### config.mk
export PLATFORM = sky130hd
export DESIGN_NAME = output_port_lookup
export DESIGN_NICKNAME = d
export VERILOG_FILES = /design/src/pkt_pkg.sv /design/src/regs_pkg.sv /design/src/eth_parser.sv /design/src/forward_ctrl.sv /design/src/hdr_word_tracker.sv /design/src/ip_header_checker.sv /design/src/oplut_regs.sv /design/src/output_port_lookup.sv /design/src/sync_fifo.sv
export VERILOG_INCLUDE_DIRS = /design/src
export SDC_FILE = /design/constraint.sdc
export NUM_CORES = 2
export LEC_CHECK = 0
export BUFFER_PORTS_ARGS = -buffer_cell sky130_fd_sc_hd__buf_2
export CAP_MARGIN = 10
export CELL_PAD_IN_SITES_DETAIL_PLACEMENT = 1
export CELL_PAD_IN_SITES_GLOBAL_PLACEMENT = 2
export CORE_MARGIN = 2
export CORE_UTILIZATION = 45
export DETAILED_ROUTE_END_ITERATION = 8
export PLACE_DENSITY_LB_ADDON = 0.3
export SLEW_MARGIN = 10
export SYNTH_ARGS = -nofsm -noshare
export SYNTH_HDL_FRONTEND = slang
export SYNTH_HIERARCHICAL = 1
export SYNTH_SLANG_ARGS = --single-unit
### constraint.sdc
create_clock -name clk -period 10.5 [get_ports clk]
set_input_delay 0.525 -clock clk [delete_from_list [all_inputs] [get_ports clk]]
set_output_delay 0.525 -clock clk [all_outputs]
set_load 0.005 [all_outputs]
### src/oplut_defs.svh
`ifndef OPLUT_DEFS_SVH
`define OPLUT_DEFS_SVH

// ========================================
// datapath sizes
// ========================================
`define OPLUT_DATA_W         64        // stream word width
`define OPLUT_NUM_PORTS      4         // port MAC entries
`define OPLUT_PORT_W         2         // port index width
`define OPLUT_PKT_FIFO_BITS  5         // 32 word packet buffer
`define OPLUT_RES_FIFO_BITS  3         // 8 lookup results

// protocol constants
`define OPLUT_ETHERTYPE_IP   16'h0800
`define OPLUT_TTL_MIN        2         // ttl 0 and 1 are not forwarded

// ========================================
// register map
// ========================================
`define OPLUT_REG_ADDR_W     4
`define OPLUT_REG_MAC0_HI    4'd0      // hi word holds mac[47:32]
`define OPLUT_REG_MAC0_LO    4'd1      // lo word holds mac[31:0]
`define OPLUT_REG_MAC1_HI    4'd2
`define OPLUT_REG_MAC1_LO    4'd3
`define OPLUT_REG_MAC2_HI    4'd4
`define OPLUT_REG_MAC2_LO    4'd5
`define OPLUT_REG_MAC3_HI    4'd6
`define OPLUT_REG_MAC3_LO    4'd7
`define OPLUT_REG_FORWARDED  4'd8      // read only counters
`define OPLUT_REG_DROP_HDR   4'd9
`define OPLUT_REG_DROP_OTHER 4'd10

`endif

### src/pkt_pkg.sv
`include "oplut_defs.svh"

package pkt_pkg;

   // one stream beat
   typedef struct packed {
      logic [`OPLUT_DATA_W-1:0] data;
      logic                     last;   // final word of the packet
   } pkt_word_t;

   // stream beat tagged with its egress port
   typedef struct packed {
      logic [`OPLUT_PORT_W-1:0] port;
      pkt_word_t                word;
   } out_pkt_t;

   // position of a word inside the header
   typedef enum logic [2:0] {
      HDR_W0,        // dst mac, src mac hi
      HDR_W1,        // src mac lo, ethertype, ver/ihl, tos
      HDR_W2,        // len, id, frag, ttl, proto
      HDR_W3,        // checksum, src ip, dst ip hi
      HDR_W4,        // dst ip lo, payload
      HDR_PAYLOAD
   } hdr_word_e;

   typedef struct packed {
      logic                     mac_hit;
      logic [`OPLUT_PORT_W-1:0] port;     // lowest matching table index
      logic                     is_ip;
   } eth_result_t;

   typedef struct packed {
      logic        hdr_good;              // version, ihl and checksum all fine
      logic        ttl_good;
      logic [15:0] new_checksum;          // checksum after ttl decrement
   } ip_result_t;

   // one entry per packet in the result fifo
   typedef struct packed {
      eth_result_t eth;
      ip_result_t  ip;
   } lookup_result_t;

   typedef enum logic [2:0] {
      VERDICT_FWD,
      VERDICT_DROP_MAC,
      VERDICT_DROP_NON_IP,
      VERDICT_DROP_HDR,
      VERDICT_DROP_TTL
   } verdict_e;

endpackage

### src/regs_pkg.sv
`include "oplut_defs.svh"

package regs_pkg;

   // single cycle request from the host
   typedef struct packed {
      logic                         wr;     // 1 write, 0 read
      logic [`OPLUT_REG_ADDR_W-1:0] addr;
      logic [31:0]                  data;
   } reg_req_t;

   typedef struct packed {
      logic [31:0] rd_data;   // valid with reg_ack only
   } reg_rsp_t;

   // one 48 bit address per port
   typedef logic [`OPLUT_NUM_PORTS-1:0][47:0] mac_table_t;

   // one cycle event strobes from the forwarding FSM
   typedef struct packed {
      logic forwarded;
      logic drop_hdr;
      logic drop_other;
   } stats_pulse_t;

endpackage

### src/eth_parser.sv
`include "oplut_defs.svh"

module eth_parser (
   input  logic                     clk,
   input  logic                     rst_n,
   input  logic [`OPLUT_DATA_W-1:0] in_data,
   input  pkt_pkg::hdr_word_e       word_pos,
   input  logic                     accept,
   input  regs_pkg::mac_table_t     mac_table,
   output pkt_pkg::eth_result_t     eth_result
);
   logic [47:0]              dst_mac;
   logic                     is_bcast;
   logic                     hit;
   logic [`OPLUT_PORT_W-1:0] hit_idx;

   assign dst_mac  = in_data[63:16];   // first six bytes of the frame
   assign is_bcast = &dst_mac;

   // priority match, lowest index wins so scan downwards
   always_comb begin
      hit     = 1'b0;
      hit_idx = '0;
      for (int i = `OPLUT_NUM_PORTS - 1; i >= 0; i--) begin
         if (dst_mac == mac_table[i]) begin
            hit     = 1'b1;
            hit_idx = i[`OPLUT_PORT_W-1:0];
         end
      end
   end

   always_ff @(posedge clk) begin
      if (!rst_n) begin
         eth_result <= '0;
      end else if (accept) begin
         if (word_pos == pkt_pkg::HDR_W0) begin
            eth_result.mac_hit <= hit && !is_bcast;   // broadcast never matches
            eth_result.port    <= hit_idx;
         end
         if (word_pos == pkt_pkg::HDR_W1) begin
            eth_result.is_ip <= (in_data[31:16] == `OPLUT_ETHERTYPE_IP);
         end
      end
   end

endmodule

### src/forward_ctrl.sv
`include "oplut_defs.svh"

module forward_ctrl (
   input  logic                    clk,
   input  logic                    rst_n,
   input  pkt_pkg::pkt_word_t      pkt_head,
   input  logic                    pkt_empty,
   output logic                    pkt_rd,
   input  pkt_pkg::lookup_result_t res_head,
   input  logic                    res_empty,
   output logic                    res_rd,
   output pkt_pkg::out_pkt_t       out_pkt,
   output logic                    out_valid,
   input  logic                    out_ready,
   output regs_pkg::stats_pulse_t  stats
);
   typedef enum logic [1:0] {IDLE, FORWARD, DROP} state_e;

   state_e                   state;
   pkt_pkg::verdict_e        verdict;      // decision for the result at the head
   pkt_pkg::verdict_e        verdict_q;    // decision for the packet in flight
   logic [`OPLUT_PORT_W-1:0] port_q;
   logic [15:0]              csum_q;
   logic [2:0]               word_cnt;     // saturates at 4, only words 2 and 3 matter
   logic [`OPLUT_DATA_W-1:0] out_data;
   logic                     pop_last;

   // ========================================
   // verdict, first failing check wins
   // ========================================
   always_comb begin
      if (!res_head.eth.mac_hit)       verdict = pkt_pkg::VERDICT_DROP_MAC;
      else if (!res_head.eth.is_ip)    verdict = pkt_pkg::VERDICT_DROP_NON_IP;
      else if (!res_head.ip.hdr_good)  verdict = pkt_pkg::VERDICT_DROP_HDR;
      else if (!res_head.ip.ttl_good)  verdict = pkt_pkg::VERDICT_DROP_TTL;
      else                             verdict = pkt_pkg::VERDICT_FWD;
   end

   assign res_rd    = (state == IDLE) && !res_empty;      // one result per packet
   assign out_valid = (state == FORWARD) && !pkt_empty;   // stable, head only moves on pop
   assign pkt_rd    = (state == FORWARD) ? (out_valid && out_ready)
                                         : ((state == DROP) && !pkt_empty);   // drops ignore out_ready
   assign pop_last  = pkt_rd && pkt_head.last;

   // header rewrite on the way out
   always_comb begin
      out_data = pkt_head.data;
      if (word_cnt == 3'd2) out_data[15:8]  = pkt_head.data[15:8] - 8'd1;   // ttl
      if (word_cnt == 3'd3) out_data[63:48] = csum_q;                       // ip checksum
      out_pkt = '{port: port_q, word: '{data: out_data, last: pkt_head.last}};
   end

   always_comb begin
      stats.forwarded  = (state == FORWARD) && pop_last;
      stats.drop_hdr   = (state == DROP) && pop_last && (verdict_q == pkt_pkg::VERDICT_DROP_HDR);
      stats.drop_other = (state == DROP) && pop_last && (verdict_q != pkt_pkg::VERDICT_DROP_HDR);
   end

   // ========================================
   // FSM
   // ========================================
   always_ff @(posedge clk) begin
      if (!rst_n) begin
         state     <= IDLE;
         verdict_q <= pkt_pkg::VERDICT_FWD;
         port_q    <= '0;
         csum_q    <= '0;
         word_cnt  <= '0;
      end else begin
         case (state)
            IDLE: begin
               if (res_rd) begin
                  verdict_q <= verdict;
                  port_q    <= res_head.eth.port;
                  csum_q    <= res_head.ip.new_checksum;
                  word_cnt  <= '0;
                  state     <= (verdict == pkt_pkg::VERDICT_FWD) ? FORWARD : DROP;
               end
            end
            FORWARD: begin
               if (pop_last) state <= IDLE;
               else if (pkt_rd && word_cnt != 3'd4) word_cnt <= word_cnt + 3'd1;
            end
            DROP: if (pop_last) state <= IDLE;   // flush the whole packet
            default: state <= IDLE;
         endcase
      end
   end

endmodule

### src/hdr_word_tracker.sv
module hdr_word_tracker (
   input  logic              clk,
   input  logic              rst_n,
   input  logic              in_valid,
   input  logic              in_ready,
   input  logic              in_last,
   output pkt_pkg::hdr_word_e word_pos,
   output logic              hdr_done
);
   logic accept;

   assign accept   = in_valid && in_ready;
   assign hdr_done = accept && (word_pos == pkt_pkg::HDR_W4);   // lookup result complete

   always_ff @(posedge clk) begin
      if (!rst_n) begin
         word_pos <= pkt_pkg::HDR_W0;
      end else if (accept) begin
         if (in_last) begin
            word_pos <= pkt_pkg::HDR_W0;   // next word starts a new packet
         end else if (word_pos != pkt_pkg::HDR_PAYLOAD) begin
            word_pos <= pkt_pkg::hdr_word_e'(word_pos + 3'd1);
         end
      end
   end

endmodule

### src/ip_header_checker.sv
`include "oplut_defs.svh"

module ip_header_checker (
   input  logic                     clk,
   input  logic                     rst_n,
   input  logic [`OPLUT_DATA_W-1:0] in_data,
   input  pkt_pkg::hdr_word_e       word_pos,
   input  logic                     accept,
   output pkt_pkg::ip_result_t      ip_result
);
   logic [19:0] sum_acc;     // raw sum of nine fields fits in 20 bits
   logic [15:0] rx_csum;
   logic [7:0]  ttl;
   logic [7:0]  ver_ihl;
   logic [19:0] sum_all;     // header sum with dst ip lo, checksum excluded
   logic [20:0] sum_chk;

   // end-around carry fold down to 16 bits
   function automatic logic [15:0] fold16(input logic [20:0] s);
      logic [16:0] t;
      t      = {12'h0, s[20:16]} + s[15:0];
      fold16 = t[15:0] + {15'h0, t[16]};
   endfunction

   assign sum_all = sum_acc + 20'(in_data[63:48]);   // word 4 adds dst ip lo
   assign sum_chk = 21'(sum_all) + 21'(rx_csum);

   // valid only while word 4 is on the input
   always_comb begin
      ip_result.hdr_good     = (ver_ihl == 8'h45) && (fold16(sum_chk) == 16'hFFFF);
      ip_result.ttl_good     = (ttl >= 8'(`OPLUT_TTL_MIN));
      ip_result.new_checksum = ~fold16(21'(sum_all - 20'h00100));   // ttl field minus one
   end

   always_ff @(posedge clk) begin
      if (!rst_n) begin
         sum_acc <= '0;
         rx_csum <= '0;
         ttl     <= '0;
         ver_ihl <= '0;
      end else if (accept) begin
         case (word_pos)
            pkt_pkg::HDR_W1: begin
               sum_acc <= 20'(in_data[15:0]);   // ver/ihl and tos, restarts the sum
               ver_ihl <= in_data[15:8];
            end
            pkt_pkg::HDR_W2: begin
               sum_acc <= sum_acc + 20'(in_data[63:48]) + 20'(in_data[47:32])
                          + 20'(in_data[31:16]) + 20'(in_data[15:0]);
               ttl     <= in_data[15:8];
            end
            pkt_pkg::HDR_W3: begin
               rx_csum <= in_data[63:48];       // kept apart from the sum
               sum_acc <= sum_acc + 20'(in_data[47:32]) + 20'(in_data[31:16])
                          + 20'(in_data[15:0]);
            end
            default: ;
         endcase
      end
   end

endmodule

### src/oplut_regs.sv
`include "oplut_defs.svh"

module oplut_regs (
   input  logic                   clk,
   input  logic                   rst_n,
   input  logic                   reg_req_valid,
   input  regs_pkg::reg_req_t     reg_req,
   output logic                   reg_ack,
   output regs_pkg::reg_rsp_t     reg_rsp,
   input  regs_pkg::stats_pulse_t stats,
   output regs_pkg::mac_table_t   mac_table
);
   logic [31:0]              fwd_cnt;
   logic [31:0]              drop_hdr_cnt;
   logic [31:0]              drop_other_cnt;
   logic [`OPLUT_PORT_W-1:0] mac_idx;

   assign mac_idx = reg_req.addr[`OPLUT_PORT_W:1];   // hi/lo pairs, two addresses per port

   always_ff @(posedge clk) begin
      if (!rst_n) begin
         reg_ack        <= 1'b0;
         reg_rsp        <= '0;
         mac_table      <= '0;
         fwd_cnt        <= '0;
         drop_hdr_cnt   <= '0;
         drop_other_cnt <= '0;
      end else begin
         reg_ack <= reg_req_valid;   // ack always one cycle later
         reg_rsp <= '0;              // zero outside the ack cycle and for writes

         fwd_cnt        <= fwd_cnt + 32'(stats.forwarded);
         drop_hdr_cnt   <= drop_hdr_cnt + 32'(stats.drop_hdr);
         drop_other_cnt <= drop_other_cnt + 32'(stats.drop_other);

         if (reg_req_valid) begin
            case (reg_req.addr)
               `OPLUT_REG_MAC0_HI, `OPLUT_REG_MAC1_HI, `OPLUT_REG_MAC2_HI, `OPLUT_REG_MAC3_HI: begin
                  if (reg_req.wr) mac_table[mac_idx][47:32] <= reg_req.data[15:0];
                  else reg_rsp.rd_data <= {16'h0, mac_table[mac_idx][47:32]};
               end
               `OPLUT_REG_MAC0_LO, `OPLUT_REG_MAC1_LO, `OPLUT_REG_MAC2_LO, `OPLUT_REG_MAC3_LO: begin
                  if (reg_req.wr) mac_table[mac_idx][31:0] <= reg_req.data;
                  else reg_rsp.rd_data <= mac_table[mac_idx][31:0];
               end
               `OPLUT_REG_FORWARDED:  if (!reg_req.wr) reg_rsp.rd_data <= fwd_cnt;
               `OPLUT_REG_DROP_HDR:   if (!reg_req.wr) reg_rsp.rd_data <= drop_hdr_cnt;
               `OPLUT_REG_DROP_OTHER: if (!reg_req.wr) reg_rsp.rd_data <= drop_other_cnt;
               default: ;   // unmapped, reads back 0
            endcase
         end
      end
   end

endmodule

### src/output_port_lookup.sv
`include "oplut_defs.svh"

module output_port_lookup (
   input  logic                   clk,
   input  logic                   rst_n,
   input  pkt_pkg::pkt_word_t     in_word,
   input  logic                   in_valid,
   output logic                   in_ready,
   output pkt_pkg::out_pkt_t      out_pkt,
   output logic                   out_valid,
   input  logic                   out_ready,
   input  logic                   reg_req_valid,
   input  regs_pkg::reg_req_t     reg_req,
   output logic                   reg_ack,
   output regs_pkg::reg_rsp_t     reg_rsp
);
   logic                    in_accept;
   logic                    pkt_nearly_full;
   pkt_pkg::pkt_word_t      pkt_head;
   logic                    pkt_empty, pkt_rd;
   pkt_pkg::lookup_result_t res_wr, res_head;
   logic                    res_empty, res_rd;
   pkt_pkg::hdr_word_e      word_pos;
   logic                    hdr_done;
   pkt_pkg::eth_result_t    eth_result;
   pkt_pkg::ip_result_t     ip_result;
   regs_pkg::mac_table_t    mac_table;
   regs_pkg::stats_pulse_t  stats;

   assign in_ready  = !pkt_nearly_full;       // two words of slack in the buffer
   assign in_accept = in_valid && in_ready;
   assign res_wr    = '{eth: eth_result, ip: ip_result};

   // ========================================
   // buffering, snoop path and FSM
   // ========================================
   sync_fifo #(.WIDTH($bits(pkt_pkg::pkt_word_t)), .DEPTH_BITS(`OPLUT_PKT_FIFO_BITS)) pkt_fifo (
      .clk(clk), .rst_n(rst_n), .wr_data(in_word), .wr_en(in_accept), .rd_en(pkt_rd),
      .rd_data(pkt_head), .empty(pkt_empty), .nearly_full(pkt_nearly_full));

   sync_fifo #(.WIDTH($bits(pkt_pkg::lookup_result_t)), .DEPTH_BITS(`OPLUT_RES_FIFO_BITS)) res_fifo (
      .clk(clk), .rst_n(rst_n), .wr_data(res_wr), .wr_en(hdr_done), .rd_en(res_rd),
      .rd_data(res_head), .empty(res_empty), .nearly_full());   // sized for worst case

   hdr_word_tracker u_tracker (.clk(clk), .rst_n(rst_n), .in_valid(in_valid), .in_ready(in_ready),
      .in_last(in_word.last), .word_pos(word_pos), .hdr_done(hdr_done));

   eth_parser u_eth (.clk(clk), .rst_n(rst_n), .in_data(in_word.data), .word_pos(word_pos),
      .accept(in_accept), .mac_table(mac_table), .eth_result(eth_result));

   ip_header_checker u_ip (.clk(clk), .rst_n(rst_n), .in_data(in_word.data),
      .word_pos(word_pos), .accept(in_accept), .ip_result(ip_result));

   forward_ctrl u_ctrl (.clk(clk), .rst_n(rst_n), .pkt_head(pkt_head), .pkt_empty(pkt_empty),
      .pkt_rd(pkt_rd), .res_head(res_head), .res_empty(res_empty), .res_rd(res_rd),
      .out_pkt(out_pkt), .out_valid(out_valid), .out_ready(out_ready), .stats(stats));

   oplut_regs u_regs (.clk(clk), .rst_n(rst_n), .reg_req_valid(reg_req_valid), .reg_req(reg_req),
      .reg_ack(reg_ack), .reg_rsp(reg_rsp), .stats(stats), .mac_table(mac_table));

endmodule

### src/sync_fifo.sv
module sync_fifo #(
   parameter int WIDTH      = 8,
   parameter int DEPTH_BITS = 3
) (
   input  logic             clk,
   input  logic             rst_n,
   input  logic [WIDTH-1:0] wr_data,
   input  logic             wr_en,
   input  logic             rd_en,
   output logic [WIDTH-1:0] rd_data,
   output logic             empty,
   output logic             nearly_full
);
   localparam int DEPTH = 1 << DEPTH_BITS;

   logic [WIDTH-1:0]      mem [DEPTH];
   logic [DEPTH_BITS-1:0] wr_ptr;
   logic [DEPTH_BITS-1:0] rd_ptr;
   logic [DEPTH_BITS:0]   count;       // one extra bit to hold DEPTH
   logic                  do_wr;
   logic                  do_rd;

   assign do_wr = wr_en && (count != DEPTH[DEPTH_BITS:0]);   // full writes are lost
   assign do_rd = rd_en && !empty;

   assign rd_data     = mem[rd_ptr];                        // head shows without a read
   assign empty       = (count == '0);
   assign nearly_full = (count >= DEPTH[DEPTH_BITS:0] - 2'd2);

   always_ff @(posedge clk) begin
      if (do_wr) mem[wr_ptr] <= wr_data;
   end

   always_ff @(posedge clk) begin
      if (!rst_n) begin
         wr_ptr <= '0;
         rd_ptr <= '0;
         count  <= '0;
      end else begin
         if (do_wr) wr_ptr <= wr_ptr + 1'b1;   // pointers wrap naturally
         if (do_rd) rd_ptr <= rd_ptr + 1'b1;
         count <= count + do_wr - do_rd;
      end
   end

endmodule

==> flow_metrics.py <==
metrics = {
    "setup_path": {
        "crit_path_start_kind": "flip-flop",
        "crit_path_max_fanout": 10,
        "path_class": "flip-flop to flip-flop",
        "cp.arrival_ns": 9.69,
        "crit_path_top_delay_cell": "a311oi_1",
        "cpMostUsedCell": "ha_1",
        "max_stage_delay_ns": 0.81,
        "required_ns": 11.09,
        "cp-end-kind": "flip-flop",
    },
    "clock_tree": {
        "path_clk_slew_ns": 0.07,
        "cts.sinks": 2695,
        "postCtsSetupBuffers": 0,
        "numCtsBuffers": 303,
        "htreeDepth": 5,
        "root_buffer": "clkbuf_16",
        "cts.path.max_buffers": 4,
        "clk_latency_ns": 0.97,
        "cts_tree": "built",
    },
    "floorplan": {
        "initial_core_util_pct": 45.2,
        "io_pins": 209,
        "die_x_um": 509,
        "dieArea_um2": 259000,
        "core_area_um2": 254000,
        "rows": 185,
        "die_height_um": 509,
    },
    "power": {
        "cellLeakagePower_nw": 40.5,
        "powerDensity_nw_per_um2": 206,
        "vdd_drop_max_mv": 0.176,
    },
    "sta": {
        "tns_ns": 0,
        "slew_violations": 0,
        "max_freq_mhz": 110,
        "worst_pin_slew_ns": 1.30,
        "clock_skew_ns": 0.0775,
        "period_minus_slack_ns": 9.10,
        "period_share_pct": 86.7,
        "finalSetupViolations": 0,
        "rsz0062_at_grt": "false",
        "relSlewSlack_pct": 13.5,
        "hold_violations": 0,
    },
    "detailed_routing": {
        "wirelength_mm": 372,
        "first_pass_iters": 9,
        "wl_per_cell_um": 33.5,
        "drcViolationCount": 0,
        "vias_per_cell": 6.24,
        "antenna_left": 0,
        "dr.first_iter.drc_count": 7397,
        "vias": 69300,
    },
    "run": {
        "cap_viol_max_count": 0,
    },
    "layout": {
        "final_cell_count_no_fill": 11100,
        "syn2layout_area_growth_pct": 12.4,
        "nets": 7813,
        "drive_above_1_share_pct": 18.6,
    },
    "global_routing": {
        "overflow": 0,
        "first_global_vias": 71600,
        "antenna_found_initial": 35,
        "track_usage_pct": 28.5,
        "grt_max_degree": 139,
        "grt_first_pass_wirelength_mm": 528,
    },
    "run_status": {
        "status": "finished clean",
    },
    "yosys": {
        "avgSynthCellArea_um2": 15.8,
        "synth_cells": 7261,
        "yosys_warnings": 6,
        "synth.cell_area_um2": 115000,
        "synth_fp_nets": 7548,
    },
    "place": {
        "dpl.hpwl_mm": 225,
        "place_congestion": 0.895,
        "place_inst": 10600,
        "io_buffers": 208,
    },
    "hold_path": {
        "hold_path.class": "primary input to flip-flop",
    },
}
## routing by layer
metal / wire length (µm) / global-route usage, %
met4: 12600 / 9.35
met3: 28500 / 4.86
met1: 154000 / 39.2
met5: 98 / 0
met2: 177000 / 46.2
## final timing paths
path,to,from,slack [ns],cells after the start
worst max register to register,res_fifo/mem[6][17]$_DFFE_PP_,u_ip/sum_acc[0]$_SDFFE_PN0P_,1.40,34
worst min register to register,u_ctrl/csum_q[8]$_SDFFE_PN0P_,u_ctrl/csum_q[8]$_SDFFE_PN0P_,0.46,2
worst max-delay path,res_fifo/mem[6][17]$_DFFE_PP_,u_ip/sum_acc[0]$_SDFFE_PN0P_,1.40,34
worst min-delay path,u_tracker/word_pos[2]$_SDFFE_PN0P_,in_valid,0.09,3
## state kept, by name (all words and copies together) (netlist names), 20 cells and up, named ones only
| name | cells |
|---|---|
| pkt_fifo/mem | 2080 |
| u_regs/mac_table | 192 |
| res_fifo/mem | 176 |
| u_regs/drop_hdr_cnt | 32 |
| u_regs/drop_other_cnt | 32 |
| u_regs/fwd_cnt | 32 |
| u_regs/reg_rsp | 32 |
| u_ip/sum_acc | 20 |
## repair_timing
| action | CTS | global route |
|---|---|---|
| endpoints found under the hold margin | 193 | 0 |
| hold buffers | 33 | 0 |
| gates resized for setup | 0 | 0 |
## cell type report
type                    instances  area (µm²)
diodes                         15        37.5
clock buffers                 380        8080
clock inverters               138        1170
fillers                     24000      125000
inverters                     141         537
multi-input cells            3941       35400
flip-flops and latches       2695       76500
well taps                    3366        4210
repair buffers                444        2980
## worst max-delay path, delay by kind of cell (launching register included)
kind            cells  cell delay (ns)
fa+ha+maj           6             1.96
buf+inv             2             0.20
simple gates       10             2.34
flops               1             0.33
compound gates     14             3.56
xor+xnor            2             0.31
## stage by stage
stage / hold slack, ns / utilization (%) / setup WS (ns) / area [µm²] / total power, mW
after global placement: 0.439 / 47.0 / 1.22 / 119000 / 16.5
final: 0.0888 / 50.8 / 1.40 / 129000 / 26.6
after CTS: 0.0252 / 50.8 / 1.36 / 129000 / 26.8
after detailed placement: 0.455 / 47.0 / 0.940 / 119000 / 16.6
after global routing: 0.0736 / 50.8 / 0.550 / 129000 / 27.4
after floorplan: 0.432 / - / 2.93 / 115000 / 15.2
## power breakdown
group | internal, mW | switching, mW
Sequential | 11.8 | 0.143
Combinational | 1.76 | 2.73
Clock | 5.89 | 4.24
Total | 19.5 | 7.11
## cell usage in the layout (no fill, tap or decap), types with 25 or more instances in the layout
master / n
and3_1: 25
mux2_2: 70
a21oi_1: 295
nand4_1: 142
nor2_1: 167
nand2b_1: 37
buf_4: 199
inv_1: 136
nand2_1: 575
mux2i_1: 386
dfxtp_1: 434
clkinv_2: 47
dlygate4sd3_1: 33
clkbuf_1: 62
o31ai_1: 28
mux4_2: 391
ha_1: 126
a222oi_1: 32
nand3_1: 181
nor3_1: 36
o22ai_1: 107
nor4_1: 36
o211ai_1: 35
clkbuf_16: 308
and2_1: 28
buf_2: 206
or3_1: 47
xnor2_1: 276
a22oi_1: 236
xor2_1: 53
clkinv_1: 53
nor2_4: 37
edfxtp_1: 2256
a21o_1: 25
a21boi_0: 57
o21ai_0: 61
or4_1: 27
fa_1: 54
nor2b_1: 27
mux4_1: 45
Note: power is estimated with default switching activity, not from simulation.
